`config.mk`:
```
export PLATFORM = sky130hd
export DESIGN_NAME = acc_core
export DESIGN_NICKNAME = d
export VERILOG_FILES = /design/src/hdl/subsys_pkg.sv /design/src/hdl/acc_core.sv
export SDC_FILE = /design/constraint.sdc
export NUM_CORES = 1
export LEC_CHECK = 0
export ABC_AREA = 1
export BUFFER_PORTS_ARGS = -buffer_cell sky130_fd_sc_hd__buf_2
export CORE_ASPECT_RATIO = 0.7
export CORE_MARGIN = 5
export CORE_UTILIZATION = 45
export CTS_CLUSTER_DIAMETER = 60
export CTS_CLUSTER_SIZE = 20
export DETAILED_ROUTE_END_ITERATION = 16
export GPL_TIMING_DRIVEN = 0
export PLACE_DENSITY = 0.76
export RECOVER_POWER = 50
export SLEW_MARGIN = 0
export SYNTH_ARGS = -nofsm -noshare
export SYNTH_HDL_FRONTEND = slang
export SYNTH_SLANG_ARGS = --single-unit
```
`constraint.sdc`:
```
create_clock -name clk_i -period 5.3 [get_ports clk_i]
set_input_delay 0.53 -clock clk_i [delete_from_list [all_inputs] [get_ports clk_i]]
set_output_delay 0.53 -clock clk_i [all_outputs]
set_load 0.01 [all_outputs]
```
`src/hdl/subsys_pkg.sv`:
```
////////////////////
// subsystem package
// instruction encoding, peripheral map and the bus and offload
// payload structs shared by the core, RAM and coprocessor
////////////////////

package subsys_pkg;

  // accumulator core opcodes, any other code executes as a nop
  typedef enum logic [3:0] {
    OP_NOP  = 4'h0,
    OP_LDI  = 4'h1,
    OP_ADDI = 4'h2,
    OP_LD   = 4'h3,
    OP_ST   = 4'h4,
    OP_MUL  = 4'h5
  } opcode_e;

  typedef struct packed {
    opcode_e     opcode;
    logic [11:0] imm;
  } instr_t;

  // word addresses from here up belong to the peripheral registers
  localparam logic [11:0] PERIPH_BASE = 12'hF00;
  localparam logic [11:0] PASS_ADDR   = 12'hF00;
  localparam logic [11:0] EXIT_ADDR   = 12'hF04;

  typedef struct packed {
    logic [11:0] addr;
    logic        we;
    logic [31:0] wdata;
  } mem_req_t;

  typedef struct packed {
    logic [31:0] rdata;
  } mem_rsp_t;

  typedef struct packed {
    logic [11:0] addr;
    logic [31:0] data;
  } load_req_t;

  typedef struct packed {
    logic [31:0] op_a;
    logic [31:0] op_b;
  } x_req_t;

  typedef struct packed {
    logic [31:0] product;
  } x_rsp_t;

endpackage

```
`src/hdl/acc_core.sv`:
```
////////////////////
// accumulator core
// fetches 16-bit instructions, runs them against a 32-bit
// accumulator, reaches memory on the data bus and hands
// multiplies to the offload coprocessor
////////////////////

module acc_core #(
  parameter int unsigned RAM_ADDR_WIDTH = 8,
  parameter logic [11:0] BOOT_ADDR      = 12'h000
) (
  input  logic                 clk_i,
  input  logic                 reset_i,
  input  logic                 fetch_enable_i,
  input  logic                 done_i,

  output logic                 instr_req_o,
  output subsys_pkg::mem_req_t instr_o,
  input  logic                 instr_gnt_i,
  input  logic                 instr_rvalid_i,
  input  subsys_pkg::mem_rsp_t instr_rsp_i,

  output logic                 data_req_o,
  output subsys_pkg::mem_req_t data_o,
  input  logic                 data_gnt_i,
  input  logic                 data_rvalid_i,
  input  subsys_pkg::mem_rsp_t data_rsp_i,

  output logic                 x_valid_o,
  output subsys_pkg::x_req_t   x_req_o,
  input  logic                 x_ready_i,
  input  logic                 x_rvalid_i,
  input  subsys_pkg::x_rsp_t   x_rsp_i,
  output logic                 x_rready_o
);

  import subsys_pkg::*;

  typedef enum logic [2:0] {
    S_IDLE,
    S_FETCH,
    S_WAIT_INSTR,
    S_EXECUTE,
    S_WAIT_DATA,
    S_OFF_SEND,
    S_OFF_WAIT
  } state_e;

  // program counter wraps at the RAM depth
  localparam logic [11:0] PC_MASK = 12'((1 << RAM_ADDR_WIDTH) - 1);

  state_e      state_q;
  logic [11:0] pc_q;
  logic [31:0] acc_q;
  instr_t      instr_q;
  logic [31:0] opnd_q;
  logic        data_sent_q;

  logic [11:0] pc_next;
  logic        run_on;
  logic        is_mem_op;
  logic        retire;

  assign pc_next   = (pc_q + 12'd1) & PC_MASK;
  assign run_on    = fetch_enable_i & ~done_i;
  assign is_mem_op = (instr_q.opcode == OP_LD) || (instr_q.opcode == OP_ST) ||
                     (instr_q.opcode == OP_MUL);

  // one instruction finishes per retire pulse
  assign retire = ((state_q == S_EXECUTE) && !is_mem_op) ||
                  ((state_q == S_WAIT_DATA) && data_rvalid_i && (instr_q.opcode != OP_MUL)) ||
                  ((state_q == S_OFF_WAIT) && x_rvalid_i);

  assign instr_req_o = (state_q == S_FETCH);
  assign instr_o     = '{addr: pc_q, we: 1'b0, wdata: 32'h0};

  // data request stays up until its grant, then the core waits for rvalid
  assign data_req_o = (state_q == S_WAIT_DATA) && !data_sent_q;
  assign data_o     = '{addr: instr_q.imm, we: (instr_q.opcode == OP_ST), wdata: acc_q};

  assign x_valid_o  = (state_q == S_OFF_SEND);
  assign x_req_o    = '{op_a: acc_q, op_b: opnd_q};
  assign x_rready_o = (state_q == S_OFF_WAIT);

  always_ff @(posedge clk_i) begin
    if (reset_i) begin
      state_q     <= S_IDLE;
      pc_q        <= BOOT_ADDR;
      acc_q       <= 32'h0;
      data_sent_q <= 1'b0;
    end else begin
      unique case (state_q)
        S_IDLE: begin
          if (run_on) begin
            state_q <= S_FETCH;
          end
        end
        S_FETCH: begin
          if (instr_gnt_i) begin
            state_q <= S_WAIT_INSTR;
          end
        end
        S_WAIT_INSTR: begin
          if (instr_rvalid_i) begin
            instr_q <= instr_t'(instr_rsp_i.rdata[15:0]);
            state_q <= S_EXECUTE;
          end
        end
        S_EXECUTE: begin
          case (instr_q.opcode)
            OP_LDI:  acc_q <= {20'h0, instr_q.imm};
            OP_ADDI: acc_q <= acc_q + {20'h0, instr_q.imm};
            OP_LD, OP_ST, OP_MUL: begin
              data_sent_q <= 1'b0;
              state_q     <= S_WAIT_DATA;
            end
            default: ;
          endcase
        end
        S_WAIT_DATA: begin
          if (data_req_o && data_gnt_i) begin
            data_sent_q <= 1'b1;
          end
          if (data_rvalid_i) begin
            if (instr_q.opcode == OP_LD) begin
              acc_q <= data_rsp_i.rdata;
            end else if (instr_q.opcode == OP_MUL) begin
              // memory operand is in, now offload the multiply
              opnd_q  <= data_rsp_i.rdata;
              state_q <= S_OFF_SEND;
            end
          end
        end
        S_OFF_SEND: begin
          if (x_ready_i) begin
            state_q <= S_OFF_WAIT;
          end
        end
        S_OFF_WAIT: begin
          if (x_rvalid_i) begin
            acc_q <= x_rsp_i.product;
          end
        end
        default: state_q <= S_IDLE;
      endcase

      // stop here once the run has ended or fetch is disabled
      if (retire) begin
        pc_q    <= pc_next;
        state_q <= run_on ? S_FETCH : S_IDLE;
      end
    end
  end

endmodule

```
* Word level (Yosys, flattened, before mapping)
Index checks and enable logic that the tools add are counted.
Storage, ports and cells: word-level logic and storage cells 80, register bits after elaboration 92, input port bits 106, output and inout bits 158
Operators by class: bitwise logic cells 4, $add $sub $neg 2, eq/ne operators 27, multiplexer cells 19, reduce and logical (&&, ||, !) cells 21
Operators with widths (number):
- two-way mux 32 bit | 3
- case mux 32 bit (3 select lines) | 1
- case mux 32 bit (2 select lines) | 1
- adder 32 x 12 -> 32 bit | 1
- two-way mux 3 bit | 9
- case mux 3 bit (7 select lines) | 1
- inequality test 3 bit, second input constant | 4
- AND reduction 5 bit | 2
- equality test 3 bit, second input constant | 3
- inequality test 3 x 1 -> 1 bit, second input constant | 3
- AND reduction 9 bit | 1
- adder 8 x 1 -> 8 bit, second input constant | 1
- equality test 4 x 2 -> 1 bit, second input constant | 2
- equality test 4 x 3 -> 1 bit, second input constant | 2
- inequality test 2 x 1 -> 1 bit, second input constant | 4
- equality test 3 x 2 -> 1 bit, second input constant | 2
- logical AND 1 bit | 6
- inequality test 3 x 2 -> 1 bit, second input constant | 2
- AND reduction 3 bit | 2
- equality test 4 x 1 -> 1 bit, second input constant | 1
- logical OR 1 bit | 4
- inequality test 2 bit, second input constant | 2
- inequality test 4 x 3 -> 1 bit, second input constant | 1
- equality test 3 x 1 -> 1 bit, second input constant | 1
- 9 further kinds | 14

* Longest topological paths before layout
depth in word-level cells 9, depth in mapped cells 13, gate-level depth less buffers 13

* Worst setup path before layout
Ideal clock, no wire load.
path type reg2reg, from register state_q[0], to register opnd_q[0] (enable), data arrival time 4.104 ns, cell stages (with the launch flop) 8, setup time 0.502 ns, buffers on the path 2, required time 4.798 ns, slack 0.695 ns, period minus slack after synthesis 4.605 ns, cell sequence dfxtp_1 buf_4 inv_2 nand2_4 nor2_4 buf_2 inv_1 nor4_1
On the way: cells in the longest elaborated chain, start to end 2
Ends and longest elaborated chain:
- start: declaration | line acc_core.sv:52 | state_e state_q;
- start signal: assignment | line acc_core.sv:150 | state_q <= run_on ? S_FETCH : S_IDLE;
- equality test 3 bit | line acc_core.sv:92 | unique case (state_q)
- AND reduction 5 bit (no line)
- end signal: assignment | line acc_core.sv:129 | opnd_q <= data_rsp_i.rdata;
- end: declaration | line acc_core.sv:56 | logic [31:0] opnd_q;
Every way passes these cells. A chain may end at the register's enable or synchronous reset.

* Worst setup path after layout
from register state_q[2], to register opnd_q[6] (enable)
The elaborated chain is that of the path after synthesis.

==> results.json <==
{
  "power_frac_seq_pct": 32.2,
  "period_needed_ps": 2850,
  "final_common_cell": "nand2_1",
  "synthArstFlopShare_pct": 0,
  "power_density_mw_per_mm2": 445,
  "cp_num_buf_inv": 5,
  "clock_sinks": 92,
  "fin_cells": 1283,
  "critPathMaxStageDelay_ps": 590,
  "cts_buffers": 9,
  "tightest_slew_ps": 673,
  "htreeDepth": 3,
  "gp_congestion": 0.953,
  "power.switching_w": 0.00150,
  "finalClockSkew_ps": 6.99,
  "wirelength_um": 18900,
  "post-route-drc-count": 0,
  "crit_path_end_kind": "flop",
  "final-hold-violation-count": 0,
  "hold_buffers": 0,
  "nFillCells": 1312,
  "grt_pass1_vias": 5594,
  "hold_path.class": "input pin to flop",
  "netlist_area_mm2": 0.00605,
  "crit_slowest_cell": "nor4_2",
  "worstPathRequired_ps": 5350,
  "final_util_pct": 58.3,
  "ant_nets": 0,
  "vias": 6145,
  "gr-total-overflow": 0,
  "intPower_w": 0.00192,
  "grt_pass1_wl_um": 29300,
  "dp_hpwl_um": 15300,
  "root_buffer": "clkbuf_16",
  "area_growth_syn_to_layout_pct": 27.0,
  "timing.fmax_mhz": 351,
  "syn_area_per_cell_um2": 7.28,
  "fp-row-count": 35,
  "post_route_cells_drive_above_1_share_pct": 22.2,
  "synth_seq_cells": 92,
  "portBuffers": 209,
  "fin_nets": 1212,
  "maxCapViolCount": 0,
  "antenna_found_initial": 0,
  "dieWidth_um": 149,
  "cts_resized": 0,
  "leakage_nw": 3.85,
  "cp-start-kind": "flop",
  "first_pass_iters": 6,
  "synth_edf_count": 48,
  "netlist_instances": 831,
  "die-area_mm2": 0.0159,
  "ios": 264,
  "cp_cell_sequence": "nand2_4, nor2_4, buf_2, inv_1, nor4_2, buf_4, buf_4, buf_4",
  "drtIter0Drc": 368,
  "grt.total_usage_pct": 23.0,
  "worst-setup-path-type": "flop to flop",
  "synthFlopType": "edfxtp_1",
  "mostFrequentLayoutCells": "215 x nand2_1, 125 x buf_2, 102 x clkbuf_1",
  "whs_ps": 360,
  "maxSlewHeadroom_pct": 54.8,
  "viasPerCell": 4.79,
  "power_frac_comb_pct": 49.7,
  "initial_core_util_pct": 45.9,
  "setup_viol": 0,
  "seq_area_frac_synth_pct": 38.4,
  "path_clk_slew_ps": 70,
  "core_mm2": 0.0132,
  "status": "finished clean",
  "yosys_warnings": 0,
  "ys_types": 39,
  "wl_per_cell_um": 14.7,
  "insertion_delay_ps": 340,
  "regArea_mm2": 0.00232,
  "cts_setup_buffers": 0,
  "die_h_um": 107,
  "grt_max_degree": 15,
  "pwr-share-clk_pct": 18.1,
  "cp_max_fo": 10,
  "finalCritPeriodShare_pct": 53.8,
  "slew_viol_final": 0,
  "dpl.cell_count": 1266,
  "rsz0062_at_grt": "false",
  "critPathTopFamily": "buffers and inverters",
  "ir_drop_mv": 0.241,
  "cpMostUsedCell": "buf_4",
  "cp.arrival_ps": 2900,
  "multi_input_area_mm2": 0.00278,
  "cts_tree": "yes",
  "p_sw_share_pct": 43.8,
  "cts_buffer_depth": 2
}
power groups by stage:
stage                     logic [W]  registers [W]  clock network [W]
after global routing        0.00190        0.00112           0.000662
final                       0.00170        0.00110           0.000617
after floorplan             0.00114        0.00111                  0
after CTS                   0.00173        0.00110           0.000631
after detailed placement    0.00172        0.00111                  0
after global placement      0.00169        0.00111                  0
per-stage QoR:
stage | total power [W] | area (um2) | setup WS (ps) | TNS [ps]
6_report | 0.00342 | 7690 | 2450 | 0
5_1_grt | 0.00368 | 7680 | 2250 | 0
4_1_cts | 0.00345 | 7800 | 2400 | 0
3_5_place_dp | 0.00283 | 7520 | 2420 | 0
3_3_place_gp | 0.00280 | 7460 | -1440 | -45770
2_1_floorplan | 0.00225 | 6190 | 695 | 0
cells in the mapped netlist (2+ instances only):
library cell	instances	area (um2)
o21ai_1	2	10.0
a21oi_1	47	235
nor4_1	2	12.5
nand3_1	64	320
nand2_1	215	807
inv_2	4	15.0
nor2_4	3	33.8
ha_1	13	163
dfxtp_1	44	881
nor2_1	86	323
xnor2_1	2	17.5
xor2_1	7	61.3
o211ai_1	3	22.5
a31oi_1	4	25.0
buf_2	6	30.0
nand4_1	6	37.5
edfxtp_1	48	1440
a22o_1	27	236
clkbuf_1	10	37.5
o21ai_0	23	115
buf_4	85	638
nor3_1	16	80.1
inv_1	98	368
metal layers:
layer  track usage, %  wire, um  vias to the layer above
li1                 -         -                     3119
met1             32.3      8620                     2732
met2             35.6      8190                      271
met3             6.46      1870                       23
met4             4.88       217                        0
met5                0         0                        -
layout make-up:
type / count / share of cell area, %
multi-input cells: 571 / 36.2
plain buffers: 101 / 9.18
diodes: 1 / 0.0326
inverters: 103 / 5.03
clock buffers: 13 / 3.39
repair buffers: 214 / 12.7
clock inverters: 3 / 0.260
flip-flops and latches: 92 / 30.2
well taps: 185 / 3.01
logic make-up (layout without fill, tap and decap cells):
family	after synthesis	count (layout)	synth area share (%)
AO/OA/AOI/OAI	110	110	11.2
XOR/XNOR	9	9	1.30
adder cells (fa/ha/maj)	14	14	3.02
buffers and inverters	204	434	18.1
flip-flops	92	92	38.4
other	1	38	0.0620
AND/OR/NAND/NOR	401	401	28.0
final timing paths:
path              slack [ps]                    end                     from  depth (start not counted)
hold / removal           360   data_o[43]$_DFFE_PP_          instr_rsp_i[10]                          1
setup / recovery        2450    opnd_q[6]$_DFFE_PP_  state_q[2]$_SDFFE_PP0P_                          8
hold reg to reg          500  acc_q[0]$_SDFFE_PP0P_    acc_q[0]$_SDFFE_PP0P_                          2
setup reg to reg        2450    opnd_q[6]$_DFFE_PP_  state_q[2]$_SDFFE_PP0P_                          8
state kept, by name, summed over array words and instances (netlist names):
| signal | count |
|---|---|
| opnd_q | 32 |
| acc_q | 32 |
| state_q | 3 |
| pc_q | 8 |
| instr_q | 4 |
| data_sent_q | 1 |
| data_o | 12 |
No activity file was read; power rests on OpenSTA's default activity.
